`src/rtl/hyper_pkg.sv`:
```
// HyperRAM controller shared widths, command-address layout, counter loads and kinds
package hyper_pkg;

  // --------------------------------------------------------------------------
  // Bus widths
  // --------------------------------------------------------------------------
  localparam int DQ_W   = 8;
  localparam int WORD_W = 32;
  localparam int BE_W   = 4;
  localparam int CA_W   = 48;
  // Only the low bits of the 8-bit core latency ports are used
  localparam int LAT_W  = 6;

  // --------------------------------------------------------------------------
  // Command-address bit positions
  // --------------------------------------------------------------------------
  localparam int CA_RW_BIT    = 47;
  localparam int CA_AS_BIT    = 46;
  localparam int CA_BURST_BIT = 45;
  // Row and upper column field
  localparam int CA_ROW_HI    = 44;
  localparam int CA_ROW_LO    = 16;
  // Lower column field sits at the bottom
  localparam int CA_COL_HI    = 2;

  // --------------------------------------------------------------------------
  // Counter loads
  // --------------------------------------------------------------------------
  // Power-up hold after reset, in fabric clocks
  localparam int RESET_HOLD    = 60;
  // Half DRAM clock slots spent on command-address
  localparam int CA_SLOTS      = 7;
  localparam int MEM_BYTES     = 4;
  localparam int REG_BYTES     = 2;
  // Reads really end on the strobe, this is only the upper bound
  localparam int READ_WAIT_MAX = 63;

  // Counter widths derived from the loads
  localparam int HOLD_W     = $clog2(RESET_HOLD + 1);
  localparam int SLOT_W     = $clog2(CA_SLOTS + 1);
  localparam int BYTE_CNT_W = $clog2(MEM_BYTES + 1);

  // Transaction kind latched on request
  typedef enum logic [1:0] {
    XACT_MEM_RD = 2'd0,
    XACT_MEM_WR = 2'd1,
    XACT_REG_WR = 2'd2
  } xact_kind_t;

endpackage

```
`src/rtl/hyper_pins_if.sv`:
```
// Pin-level link between the HyperRAM sequencer and the pad flops
interface hyper_pins_if
  import hyper_pkg::*;
();

  // Byte to place on DQ for the next half DRAM clock
  logic [DQ_W-1:0] byte_out;
  // RWDS write mask, high means the byte is not written
  logic            mask;
  // Output enables, active high before the pad inversion
  logic            dq_oe;
  logic            rwds_oe;
  // Chip select, active high before the pad inversion
  logic            cs;
  // Transaction in progress, runs the DRAM clock
  logic            run;

  // One-flop samples of the input pins
  logic            rwds_in;
  logic [DQ_W-1:0] dq_in;

  modport seq (
    output byte_out, mask, dq_oe, rwds_oe, cs, run,
    input  rwds_in, dq_in
  );

  modport pad (
    input  byte_out, mask, dq_oe, rwds_oe, cs, run,
    output rwds_in, dq_in
  );

endinterface

```
`src/rtl/hyper_sequencer.sv`:
```
// HyperRAM transaction sequencer: CA packing, hold/address/latency/data counters, CS
module hyper_sequencer
  import hyper_pkg::*;
(
  input  logic              clk,
  input  logic              reset,
  input  logic              rd_req,
  input  logic              wr_req,
  input  logic              mem_or_reg,
  input  logic [BE_W-1:0]   wr_byte_en,
  input  logic [WORD_W-1:0] addr,
  input  logic [WORD_W-1:0] wr_d,
  input  logic [LAT_W-1:0]  latency_1x,
  input  logic [LAT_W-1:0]  latency_2x,
  input  logic              word_done,
  hyper_pins_if.seq         pins,
  output logic              read_active,
  output logic              busy
);

  logic [HOLD_W-1:0]     hold_cnt;
  logic                  pending;
  logic                  run;
  logic                  run_d1;
  logic                  phs;
  logic                  slot_tick;
  logic                  cs_q;
  logic [1:0]            cs_d;
  logic [SLOT_W-1:0]     addr_cnt;
  logic [LAT_W-1:0]      wait_cnt;
  logic [BYTE_CNT_W-1:0] data_cnt;
  logic [LAT_W-1:0]      lat_sel;
  xact_kind_t            kind;
  logic                  accept;
  logic [CA_W-1:0]       ca_word;
  logic [CA_W-1:0]       ca_sr;
  logic [WORD_W-1:0]     data_sr;
  logic [BE_W-1:0]       be_sr;

  // Requests only count while the previous transaction is fully closed
  assign accept    = ~busy & (rd_req | wr_req);
  // One slot per DRAM clock edge, every second fabric clock
  assign slot_tick = run & phs;
  // RWDS high during CA asks for the doubled latency
  assign lat_sel   = pins.rwds_in ? latency_2x : latency_1x;

  assign pins.run  = run;
  assign pins.cs   = cs_q;

  // --------------------------------------------------------------------------
  // Command-address packing
  // --------------------------------------------------------------------------
  always_comb begin
    ca_word               = '0;
    ca_word[CA_RW_BIT]    = rd_req;
    ca_word[CA_AS_BIT]    = mem_or_reg;
    // Always linear burst
    ca_word[CA_BURST_BIT] = 1'b1;
    if (!mem_or_reg) begin
      // Memory is word addressed, a dword starts on an even word
      ca_word[CA_ROW_HI:CA_ROW_LO] = addr[30:2];
      ca_word[CA_COL_HI:0]         = {addr[1:0], 1'b0};
    end else begin
      // Registers keep the low address bits as they are
      ca_word[CA_ROW_HI:CA_ROW_LO] = addr[31:3];
      ca_word[CA_COL_HI:0]         = addr[2:0];
    end
  end

  // --------------------------------------------------------------------------
  // Control: hold, handshake, counters, chip select and direction
  // --------------------------------------------------------------------------
  always_ff @(posedge clk) begin
    if (reset) begin
      hold_cnt     <= HOLD_W'(RESET_HOLD);
      pending      <= 1'b0;
      busy         <= 1'b0;
      run          <= 1'b0;
      run_d1       <= 1'b0;
      phs          <= 1'b0;
      cs_q         <= 1'b0;
      cs_d         <= 2'b00;
      addr_cnt     <= '0;
      wait_cnt     <= '0;
      data_cnt     <= '0;
      read_active  <= 1'b0;
      kind         <= XACT_MEM_WR;
      pins.dq_oe   <= 1'b0;
      pins.rwds_oe <= 1'b0;
    end else begin
      // Power-up hold
      if (hold_cnt != '0) begin
        hold_cnt <= hold_cnt - 1'b1;
      end

      // Latch the request, it may have to wait for the hold to expire
      if (accept) begin
        pending <= 1'b1;
        busy    <= 1'b1;
        if (rd_req) begin
          kind <= XACT_MEM_RD;
        end else if (mem_or_reg) begin
          kind <= XACT_REG_WR;
        end else begin
          kind <= XACT_MEM_WR;
        end
      end

      // Launch
      if (pending && hold_cnt == '0) begin
        pending      <= 1'b0;
        run          <= 1'b1;
        addr_cnt     <= SLOT_W'(CA_SLOTS);
        pins.dq_oe   <= 1'b0;
        pins.rwds_oe <= 1'b0;
      end

      // Address slots, DQ driven and RWDS left to the memory
      if (slot_tick && addr_cnt != '0) begin
        addr_cnt     <= addr_cnt - 1'b1;
        pins.dq_oe   <= 1'b1;
        pins.rwds_oe <= 1'b0;
        if (addr_cnt == SLOT_W'(1)) begin
          case (kind)
            // Zero latency, data follows straight on
            XACT_REG_WR: data_cnt <= BYTE_CNT_W'(REG_BYTES);
            XACT_MEM_WR: begin
              if (lat_sel == '0) begin
                data_cnt <= BYTE_CNT_W'(MEM_BYTES);
              end else begin
                wait_cnt <= lat_sel;
              end
            end
            default: begin
              wait_cnt    <= LAT_W'(READ_WAIT_MAX);
              read_active <= 1'b1;
            end
          endcase
        end
      end

      // Latency, counted in fabric clocks
      if (wait_cnt != '0) begin
        wait_cnt <= wait_cnt - 1'b1;
        if (wait_cnt == LAT_W'(1)) begin
          if (kind == XACT_MEM_RD) begin
            // No strobe ever came, give up on the read
            run         <= 1'b0;
            read_active <= 1'b0;
          end else begin
            data_cnt <= BYTE_CNT_W'(MEM_BYTES);
          end
        end
      end

      // Data slots
      if (slot_tick && data_cnt != '0) begin
        data_cnt <= data_cnt - 1'b1;
        if (data_cnt == BYTE_CNT_W'(1)) begin
          run <= 1'b0;
        end
      end

      // Turn the bus around after CA. Reads release both pins
      if (wait_cnt != '0 || data_cnt != '0) begin
        pins.dq_oe   <= (kind != XACT_MEM_RD);
        pins.rwds_oe <= (kind == XACT_MEM_WR);
      end

      // Read ends when the fourth byte is in
      if (word_done) begin
        run         <= 1'b0;
        read_active <= 1'b0;
        wait_cnt    <= '0;
      end

      phs    <= run ? ~phs : 1'b0;
      run_d1 <= run;

      // CS trails run by two clocks so the last byte sees a full clock edge
      cs_q <= run | run_d1;
      if (!run && !run_d1) begin
        pins.dq_oe   <= 1'b0;
        pins.rwds_oe <= 1'b0;
      end

      // Busy drops one clock after CS is back high at the pin
      cs_d <= {cs_d[0], cs_q};
      if (cs_d == 2'b10) begin
        busy <= 1'b0;
      end
    end
  end

  // --------------------------------------------------------------------------
  // Payload shift registers
  // --------------------------------------------------------------------------
  always_ff @(posedge clk) begin
    if (accept) begin
      ca_sr   <= ca_word;
      data_sr <= wr_d;
      be_sr   <= wr_byte_en;
    end
    if (slot_tick && addr_cnt != '0) begin
      pins.byte_out <= ca_sr[CA_W-1 -: DQ_W];
      ca_sr         <= {ca_sr[CA_W-DQ_W-1:0], DQ_W'(0)};
      pins.mask     <= 1'b1;
    end
    // Nothing gets written while waiting
    if (wait_cnt != '0) begin
      pins.mask <= 1'b1;
    end
    if (slot_tick && data_cnt != '0) begin
      pins.byte_out <= data_sr[WORD_W-1 -: DQ_W];
      data_sr       <= {data_sr[WORD_W-DQ_W-1:0], DQ_W'(0)};
      pins.mask     <= ~be_sr[BE_W-1];
      be_sr         <= {be_sr[BE_W-2:0], 1'b0};
    end
  end

endmodule

```
`src/rtl/hyper_read_capture.sv`:
```
// HyperRAM read strobe edge detect and assembly of four bytes into a word
module hyper_read_capture
  import hyper_pkg::*;
(
  input  logic              clk,
  input  logic              read_active,
  input  logic              rwds_in,
  input  logic [DQ_W-1:0]   dq_in,
  output logic [WORD_W-1:0] word,
  output logic              word_done
);

  logic       rwds_q;
  logic       armed;
  logic       dly;
  logic       sample_now;
  logic [1:0] byte_cnt;

  // --------------------------------------------------------------------------
  // Strobe phase tracking
  // --------------------------------------------------------------------------
  // A rising edge takes a byte at once and the falling edge two clocks later
  always_ff @(posedge clk) begin
    rwds_q     <= rwds_in;
    sample_now <= 1'b0;
    if (!read_active) begin
      armed <= 1'b1;
      dly   <= 1'b0;
    end else if (armed) begin
      if (rwds_in && !rwds_q) begin
        armed      <= 1'b0;
        dly        <= 1'b0;
        sample_now <= 1'b1;
      end
    end else begin
      dly <= 1'b1;
      // Second half of the strobe period, then look for the next rise
      if (dly) begin
        armed      <= 1'b1;
        sample_now <= 1'b1;
      end
    end
  end

  // --------------------------------------------------------------------------
  // Byte assembly, first byte lands in the top of the word
  // --------------------------------------------------------------------------
  always_ff @(posedge clk) begin
    word_done <= 1'b0;
    if (!read_active) begin
      byte_cnt <= 2'd0;
    end
    if (sample_now) begin
      word     <= {word[WORD_W-DQ_W-1:0], dq_in};
      byte_cnt <= byte_cnt + 1'b1;
      if (byte_cnt == 2'd3) begin
        word_done <= 1'b1;
      end
    end
  end

endmodule

```
`src/rtl/hyper_pad_stage.sv`:
```
// HyperRAM pad stage with DRAM clock divider and registered pin flops
module hyper_pad_stage
  import hyper_pkg::*;
(
  input  logic            clk,
  input  logic            reset,
  hyper_pins_if.pad       pins,
  input  logic [DQ_W-1:0] dram_dq_in,
  input  logic            dram_rwds_in,
  output logic [DQ_W-1:0] dram_dq_out,
  output logic            dram_dq_oe_l,
  output logic            dram_rwds_out,
  output logic            dram_rwds_oe_l,
  output logic            dram_ck,
  output logic            dram_cs_l
);

  logic [1:0] ck_phs;
  logic       ck_d;

  // --------------------------------------------------------------------------
  // Control pins and the divide-by-four DRAM clock
  // --------------------------------------------------------------------------
  // The two clock delay flops centre the clock edges in the data eye
  always_ff @(posedge clk) begin
    if (reset) begin
      ck_phs         <= 2'd0;
      ck_d           <= 1'b0;
      dram_ck        <= 1'b0;
      dram_cs_l      <= 1'b1;
      dram_dq_oe_l   <= 1'b1;
      dram_rwds_oe_l <= 1'b1;
    end else begin
      // Clock only toggles during a transaction
      ck_phs         <= pins.run ? ck_phs + 1'b1 : 2'd0;
      ck_d           <= ck_phs[1];
      dram_ck        <= ck_d;
      dram_cs_l      <= ~pins.cs;
      dram_dq_oe_l   <= ~pins.dq_oe;
      dram_rwds_oe_l <= ~pins.rwds_oe;
    end
  end

  // --------------------------------------------------------------------------
  // Data pins
  // --------------------------------------------------------------------------
  always_ff @(posedge clk) begin
    dram_dq_out   <= pins.byte_out;
    // RWDS doubles as write mask
    dram_rwds_out <= pins.mask;
    // Input samples
    pins.rwds_in  <= dram_rwds_in;
    pins.dq_in    <= dram_dq_in;
  end

endmodule

```
`src/rtl/hyper_ctrl_top.sv`:
```
// HyperRAM single-dword controller top with core-side and DRAM-side pins
module hyper_ctrl_top
  import hyper_pkg::*;
(
  input  logic              clk,
  input  logic              reset,

  // Core side
  input  logic              rd_req,
  input  logic              wr_req,
  input  logic              mem_or_reg,
  input  logic [BE_W-1:0]   wr_byte_en,
  input  logic [WORD_W-1:0] addr,
  input  logic [WORD_W-1:0] wr_d,
  input  logic [7:0]        latency_1x,
  input  logic [7:0]        latency_2x,
  output logic [WORD_W-1:0] rd_d,
  output logic              rd_rdy,
  output logic              busy,

  // DRAM side
  input  logic [DQ_W-1:0]   dram_dq_in,
  output logic [DQ_W-1:0]   dram_dq_out,
  output logic              dram_dq_oe_l,
  input  logic              dram_rwds_in,
  output logic              dram_rwds_out,
  output logic              dram_rwds_oe_l,
  output logic              dram_ck,
  output logic              dram_rst_l,
  output logic              dram_cs_l
);

  logic              read_active;
  logic              word_done;
  logic [WORD_W-1:0] word;

  hyper_pins_if pins ();

  // DRAM reset follows the core reset directly
  assign dram_rst_l = ~reset;

  // --------------------------------------------------------------------------
  // Blocks
  // --------------------------------------------------------------------------
  hyper_sequencer u_seq (
    .clk         (clk),
    .reset       (reset),
    .rd_req      (rd_req),
    .wr_req      (wr_req),
    .mem_or_reg  (mem_or_reg),
    .wr_byte_en  (wr_byte_en),
    .addr        (addr),
    .wr_d        (wr_d),
    .latency_1x  (latency_1x[LAT_W-1:0]),
    .latency_2x  (latency_2x[LAT_W-1:0]),
    .word_done   (word_done),
    .pins        (pins.seq),
    .read_active (read_active),
    .busy        (busy)
  );

  // Only the two sampled inputs are needed here
  hyper_read_capture u_capture (
    .clk         (clk),
    .read_active (read_active),
    .rwds_in     (pins.rwds_in),
    .dq_in       (pins.dq_in),
    .word        (word),
    .word_done   (word_done)
  );

  hyper_pad_stage u_pad (
    .clk            (clk),
    .reset          (reset),
    .pins           (pins.pad),
    .dram_dq_in     (dram_dq_in),
    .dram_rwds_in   (dram_rwds_in),
    .dram_dq_out    (dram_dq_out),
    .dram_dq_oe_l   (dram_dq_oe_l),
    .dram_rwds_out  (dram_rwds_out),
    .dram_rwds_oe_l (dram_rwds_oe_l),
    .dram_ck        (dram_ck),
    .dram_cs_l      (dram_cs_l)
  );

  // --------------------------------------------------------------------------
  // Read return register
  // --------------------------------------------------------------------------
  always_ff @(posedge clk) begin
    if (reset) begin
      rd_rdy <= 1'b0;
    end else begin
      rd_rdy <= word_done;
    end
  end

  // Word is held until the next read completes
  always_ff @(posedge clk) begin
    if (word_done) begin
      rd_d <= word;
    end
  end

endmodule

```
`config.mk`:
```
export PLATFORM = sky130hd
export DESIGN_NAME = hyper_ctrl_top
export DESIGN_NICKNAME = d
export VERILOG_FILES = /design/src/rtl/hyper_pkg.sv /design/src/rtl/hyper_pins_if.sv /design/src/rtl/hyper_sequencer.sv /design/src/rtl/hyper_read_capture.sv /design/src/rtl/hyper_pad_stage.sv /design/src/rtl/hyper_ctrl_top.sv
export SDC_FILE = /design/constraint.sdc
export NUM_CORES = 1
export LEC_CHECK = 0
export BUFFER_PORTS_ARGS = -buffer_cell sky130_fd_sc_hd__buf_2
export CORE_MARGIN = 3
export CORE_UTILIZATION = 45
export DETAILED_ROUTE_END_ITERATION = 10
export PLACE_DENSITY = 0.68
export SLEW_MARGIN = 25
export SYNTH_ARGS = -nofsm -noshare
export SYNTH_HDL_FRONTEND = slang
export SYNTH_SLANG_ARGS = --single-unit
```
`constraint.sdc`:
```
create_clock -name clk -period 2.1 [get_ports clk]
set_input_delay 0.21 -clock clk [delete_from_list [all_inputs] [get_ports clk]]
set_output_delay 0.21 -clock clk [all_outputs]
set_load 0.05 [all_outputs]
```
======== Yosys cells after proc, flatten, opt, wreduce, memory -nomap -nowiden ========
Cells that the tools add are included.
operators by class
  add/sub/neg operators ................... 6
  eq/ne operators ......................... 11
  muxes and demuxes ....................... 58
  bitwise operators ....................... 12
  reductions and logical operators ........ 32
operators with widths
  operator                                             number
  two-way mux 48 bit                                   2
  two-way mux 32 bit                                   2
  two-way mux 3 bit                                    10
  two-way mux 6 bit                                    5
  two-way mux 29 bit                                   1
  two-way mux 1 bit                                    28
  two-way mux 8 bit                                    2
  nonzero test 2 bit                                   7
  logical NOT 6 bit                                    2
  one-hot mux 6 bit (2 select lines)                   1
  nonzero test 3 bit                                   4
  nonzero test 6 bit                                   2
  OR reduction 2 bit                                   6
  subtractor 6 x 1 -> 6 bit, second input constant     2
  two-way mux 2 bit                                    4
  two-way mux 4 bit                                    2
  NOT 1 bit                                            8
  equality test 2 bit, second input constant           3
  equality test 3 x 1 -> 1 bit, second input constant  2
  equality test 6 x 1 -> 1 bit, second input constant  1
  one-hot mux 3 bit (2 select lines)                   1
  subtractor 3 x 1 -> 3 bit, second input constant     2
  logical AND 1 bit                                    5
  adder 2 x 1 -> 2 bit, second input constant          2
  other kinds (10)                                     15
word-level totals
  register bits ........................... 211
  input bits .............................. 98
  output and inout bits ................... 48
  word-level logic and storage cells ...... 162

======== Longest topological paths before layout ========
  word-level depth ........................ 10
  mapped depth ............................ 8
  mapped depth without buffers ............ 6

======== By module ========
A second synthesis with hierarchy kept.
second synthesis, totals
  cell total of the unflattened synthesis .. 619
  area total of the unflattened synthesis .. 8144.1 um2
by module, submodules not included
  module              times used  cells an instance  area each (um2)  seq. area each (um2)
  hyper_sequencer     1           499                5383.9           2992.9
  hyper_read_capture  1           51                 1202.4           1121.1
  hyper_ctrl_top      1           35                 991.0            980.9
  hyper_pad_stage     1           34                 566.8            500.5

======== Worst setup path after synthesis ========
Ideal clock, no wire load.
  path kind ............................... register -> register
  start ................................... register u_seq.busy
  end ..................................... register u_seq.be_sr[1], enable pin
  library setup time ...................... 0.445 ns
  arrival time ............................ 1.879 ns
  data required time ...................... 1.655 ns
  slack ................................... -0.224 ns
  stages on the path, launching flop included .. 5
  buffers on the path ..................... 2
  period minus slack after synthesis ...... 2.324 ns
  cells stage by stage .................... dfxtp_1 or2_2 buf_1 clkbuf_1 nand2_1
on the way
  cells in the longest elaborated chain, start to end .. 3
RTL lines
  item                          RTL line                source
  start, declared               hyper_sequencer.sv:18   output logic busy
  start signal, assigned        hyper_sequencer.sv:77   busy <= 1'b0;
  start signal, assigned        hyper_sequencer.sv:99   busy <= 1'b1;
  start signal, assigned        hyper_sequencer.sv:190  busy <= 1'b0;
  NOT 1 bit                     hyper_sequencer.sv:41   assign accept = ~busy & (rd_req | wr_req);
  AND 1 bit                     hyper_sequencer.sv:41
  nonzero test 2 bit (no line)  n/a
  end signal, assigned          hyper_sequencer.sv:202  be_sr <= wr_byte_en;
  end signal, assigned          hyper_sequencer.sv:217  be_sr <= {be_sr[BE_W-2:0], 1'b0};
  end, declared                 hyper_sequencer.sv:38   logic [BE_W-1:0] be_sr;
No other way between the ends.
A chain may end at the register's enable or synchronous reset.

======== Final worst setup path ========
  start ................................... register u_seq.kind[0]
  end ..................................... register u_seq.wait_cnt[1]
on the way
  cells in the longest elaborated chain, start to end .. 5
  elaborated cells on any way between the ends .. 9
  classes of those cells .................. eq/ne: 4; mux: 4; reduce/logical: 1
RTL lines
  item                                                                 RTL line                source
  start, declared                                                      hyper_sequencer.sv:33   xact_kind_t kind;
  start signal, assigned                                               hyper_sequencer.sv:87   kind <= XACT_MEM_WR;
  start signal, assigned                                               hyper_sequencer.sv:101  kind <= XACT_MEM_RD;
  start signal, assigned                                               hyper_sequencer.sv:103  kind <= XACT_REG_WR;
  equality test 2 x 1 -> 1 bit or equality test 2 bit (tied branches)  hyper_sequencer.sv:124  case (kind)
  one-hot mux 6 bit (2 select lines)                                   hyper_sequencer.sv:124
  two-way mux 6 bit                                                    hyper_sequencer.sv:123  if (addr_cnt == SLOT_W'(1)) begin
  two-way mux 6 bit                                                    hyper_sequencer.sv:119  if (slot_tick && addr_cnt != '0) begin
  two-way mux 6 bit                                                    hyper_sequencer.sv:143  if (wait_cnt != '0) begin
  end signal, assigned                                                 hyper_sequencer.sv:131  wait_cnt <= lat_sel;
  end signal, assigned                                                 hyper_sequencer.sv:135  wait_cnt <= LAT_W'(READ_WAIT_MAX);
  end signal, assigned                                                 hyper_sequencer.sv:144  wait_cnt <= wait_cnt - 1'b1;
  end, declared                                                        hyper_sequencer.sv:30   logic [LAT_W-1:0] wait_cnt;
Several ways; a longest one is shown, not always the timed one. The select of a mux whose other input is x is not followed.

==> results by group <==
Synthesis
  • Distinct cell type count after synthesis: 53
  • Synthesized area: 8060 um^2
  • Cells after Synth: 611
  • Top FF cell, synth: edfxtp_1
  • Syn_nets: 723
  • #FFs+latches synth: 211
  • Synth warnings: 0
  • FFs w/ async S/R, synth: 0%
  • Syn avg cell area: 13.2 um^2
  • Sequential share of the synthesized area: 69.4%
  • EDFF count, synth: 137

Floorplanning
  • Full die area: 19600 um^2
  • FP Rows: 48
  • # IOs: 146
  • Core Region: 17400 um^2
  • Chip width: 140 um
  • Initial core utilization: 46.3%
  • Die Height: 140 um

Placed design
  • Hpwl dp: 10800 um
  • Gp weighted congestion: 0.859
  • Port buffer count: 141

Pwr
  • Max VDD drop: 0.000580 V
  • Power Density: 890 nW/um^2
  • Leakage: 4.14 nW
  • Total Power: 9.14 mW

Clock tree
  • Clk slew on worst S/H paths: 0.06 ns
  • Clock Sinks: 211
  • Clock Path Buffers: 3
  • # resized after CTS: 0
  • Clock Latency Late Sink: 0.49 ns
  • CTS tree: built
  • Root Driver: clkbuf_16
  • Htree depth: 1
  • CTS Buf Count: 23

STA
  • Worst-Margin Slew: 0.475 ns
  • # setup viols final: 0
  • Fin crit share: 92.4%
  • Final Max Tran Viols: 0
  • RSZ-0062 raised after global routing: false
  • Post-layout min period: 1.94 ns
  • Final Hold Viols: 0
  • Total Neg Setup Slack: 0 ns
  • FMAX: 515 MHz
  • Clock skew after layout: 0.0105 ns
  • Rel. slew slack: 68.3%

Critical path
  • R2r setup slk: 0.16 ns
  • Critical Path RT: 2.54 ns
  • Cell mode on critical path: buf_4
  • Crit start category: flip-flop
  • Critical path cell sequence: inv_1, ha_1, or3b_2, o211ai_1, buf_4, buf_4, o21a_1, o221a_1
  • Critical Path AT: 2.38 ns
  • Reg2reg start: u_seq.kind[0]
  • Critical path class: flip-flop to flip-flop
  • Crit path max-delay cell type: or3b_2
  • CP max stage delay: 0.47 ns
  • Reg2reg end: u_seq.wait_cnt[1]
  • Reg2reg path depth: 8
  • Worst-path maximum fanout: 3
  • CP Capture Type: flip-flop

Route
  • Drt pass-1 iters: 6
  • Routed wire per std cell: 15.6 um
  • Initial DRC count: 323
  • Avg Vias per Cell: 5.19
  • Via count: 5446
  • Total wire length: 16300 um
  • Final ANT Viol Nets: 0
  • DRC violations left: 0

Status
  • Status: completed

Layout
  • Final net count: 919
  • Fillcell total: 1409
  • Area taken by multi-input logic gates: 2290 um^2
  • Share of cells above drive strength 1: 25.6%
  • Layout area overhead: 27.3%
  • Number of diodes: 0
  • FF/Latch Area: 5600 um^2

GRT
  • GRT overflow: 0
  • First-pass GRT wire length: 26500 um
  • Initial antenna violation count: 1
  • All-Layer GR Usage: 16.3%
  • Vias in the first global route: 5490
  • Largest net degree at the start of global routing: 46

Hold path
  • Hold depth: 3
  • Hold_sp: addr[0]
  • HP Class: primary input to flip-flop
  • Worst Hold Path EP: u_seq.ca_sr[0]

Job
  • Max Cap Viol: 0
## how the worst max path moves through the flow
stage | end | cells after the start | from
global placement | u_seq.wait_cnt[5] | 6 | u_seq.kind[0]
finish | u_seq.wait_cnt[1] | 8 | u_seq.kind[0]
detailed placement | u_seq.wait_cnt[5] | 6 | u_seq.kind[0]
global route | u_seq.wait_cnt[4] | 6 | u_seq.kind[0]
floorplan | u_seq.be_sr[1] | 4 | u_seq.busy
CTS | u_seq.wait_cnt[5] | 6 | u_seq.kind[0]
## cell usage after synthesis, types with 3 or more instances
master | n | area share, %
a211oi_1 | 7 | 0.65
a21boi_0 | 3 | 0.28
a21oi_1 | 17 | 1.1
a22o_1 | 27 | 2.9
a311oi_1 | 4 | 0.43
and2_1 | 7 | 0.54
buf_1 | 6 | 0.28
buf_2 | 7 | 0.43
clkbuf_1 | 14 | 0.65
dfxtp_1 | 74 | 18
edfxtp_1 | 137 | 51
ha_1 | 14 | 2.2
inv_1 | 22 | 1.0
mux2i_1 | 37 | 4.6
nand2_1 | 93 | 4.3
nand2b_1 | 7 | 0.54
nand3b_1 | 3 | 0.28
nor2_1 | 29 | 1.4
nor2b_1 | 8 | 0.62
nor3_1 | 7 | 0.43
o211ai_1 | 3 | 0.28
o21ai_0 | 31 | 1.9
or2_2 | 3 | 0.23
or3_1 | 3 | 0.23
or4_1 | 3 | 0.28
xnor2_1 | 6 | 0.65
xor2_1 | 3 | 0.33
## layer usage
| metal | GRT usage, % | vias up | wire length (um) |
|---|---|---|---|
| met5 | 0 | - | 7 |
| met4 | 5.15 | 2 | 424 |
| met3 | 3.47 | 37 | 1050 |
| met2 | 27.1 | 189 | 7820 |
| met1 | 21.6 | 2590 | 7040 |
| li1 | - | 2628 | - |
## stage by stage
stage	hold slack [ns]	utilization (%)	cell area (um^2)	setup slack, ns	instances
3_3_place_gp	0.313	52.4	9130	0.234	967
4_1_cts	0.000537	58.8	10200	0.125	1046
5_1_grt	0.00125	58.9	10300	0.0330	1049
6_report	0.00867	58.9	10300	0.159	1049
2_1_floorplan	0.238	-	8070	0.0368	611
3_5_place_dp	0.314	52.4	9130	0.147	967
## flip-flops by register name, summed over array words and instances (netlist names), 2 cells and up
register / count
rd_d: 32
u_seq.be_sr: 4
u_pad.pins.dq_in: 8
u_capture.word: 32
u_pad.dram_dq_out: 8
u_seq.kind: 2
u_seq.ca_sr: 38
u_seq.addr_cnt: 3
u_seq.cs_d: 2
u_seq.data_sr: 32
u_capture.byte_cnt: 2
u_seq.hold_cnt: 6
u_seq.wait_cnt: 6
u_pad.ck_phs: 2
u_seq.data_cnt: 3
u_seq.pins.byte_out: 8
## logic make-up after synthesis
| family | Yosys count | share of synthesized area, % |
|---|---|---|
| AO/OA/AOI/OAI | 114 | 9.93 |
| XOR/XNOR | 9 | 0.978 |
| adder cells (fa/ha/maj) | 14 | 2.17 |
| buffers and inverters | 49 | 2.39 |
| flip-flops | 211 | 69.4 |
| multiplexers | 39 | 4.87 |
| AND/OR/NAND/NOR | 175 | 10.2 |
## timing repair
action,4_1_cts,5_1_grt
setup buffers,0,2
endpoints found under the hold margin,39,1
endpoints found under the setup margin,0,2
hold buffers,37,1
## final cells by class
class | instances | area share [%]
Clock buffer | 30 | 5.96
Clock inverter | 12 | 1.23
Inverter | 22 | 0.804
Multi-Input combinational cell | 351 | 22.3
Sequential cell | 211 | 54.5
Tap cell | 225 | 2.74
Timing Repair Buffer | 198 | 12.5
## where the power goes
part / switching [mW] / internal [mW] / leakage (nW)
combinational: 0.308 / 0.276 / 1.85
sequential: 0.0757 / 4.62 / 1.92
clock: 1.53 / 2.32 / 0.359
total: 1.92 / 7.22 / 4.14
## placed cells by master (no fill, tap or decap), types with 3 or more instances in the layout
cell type	count
nand2b_1	7
nand2_1	92
a311oi_1	4
clkbuf_1	6
buf_4	15
clkbuf_16	23
xnor2_1	6
nor3_1	7
and2_1	7
a22o_1	27
o21ai_0	31
buf_12	4
mux2i_1	37
clkinv_2	5
a21boi_0	3
or3_1	3
dlygate4sd3_1	38
dfxtp_1	74
or4_1	3
buf_2	141
inv_6	3
nand3b_1	3
xor2_1	3
a21oi_1	16
inv_1	22
o211ai_1	3
nor2_1	28
nor2b_1	8
a211oi_1	7
edfxtp_1	137
ha_1	14
## critical path, delay by kind of cell (launching register included)
kind | cells | cell delay, ns
AO/OA/AOI/OAI | 3 | 0.53
AND/OR/NAND/NOR | 1 | 0.47
flip-flops | 1 | 0.35
buffers and inverters | 3 | 0.32
adder cells (fa/ha/maj) | 1 | 0.21
Note: power is estimated with default switching activity, not from simulation.
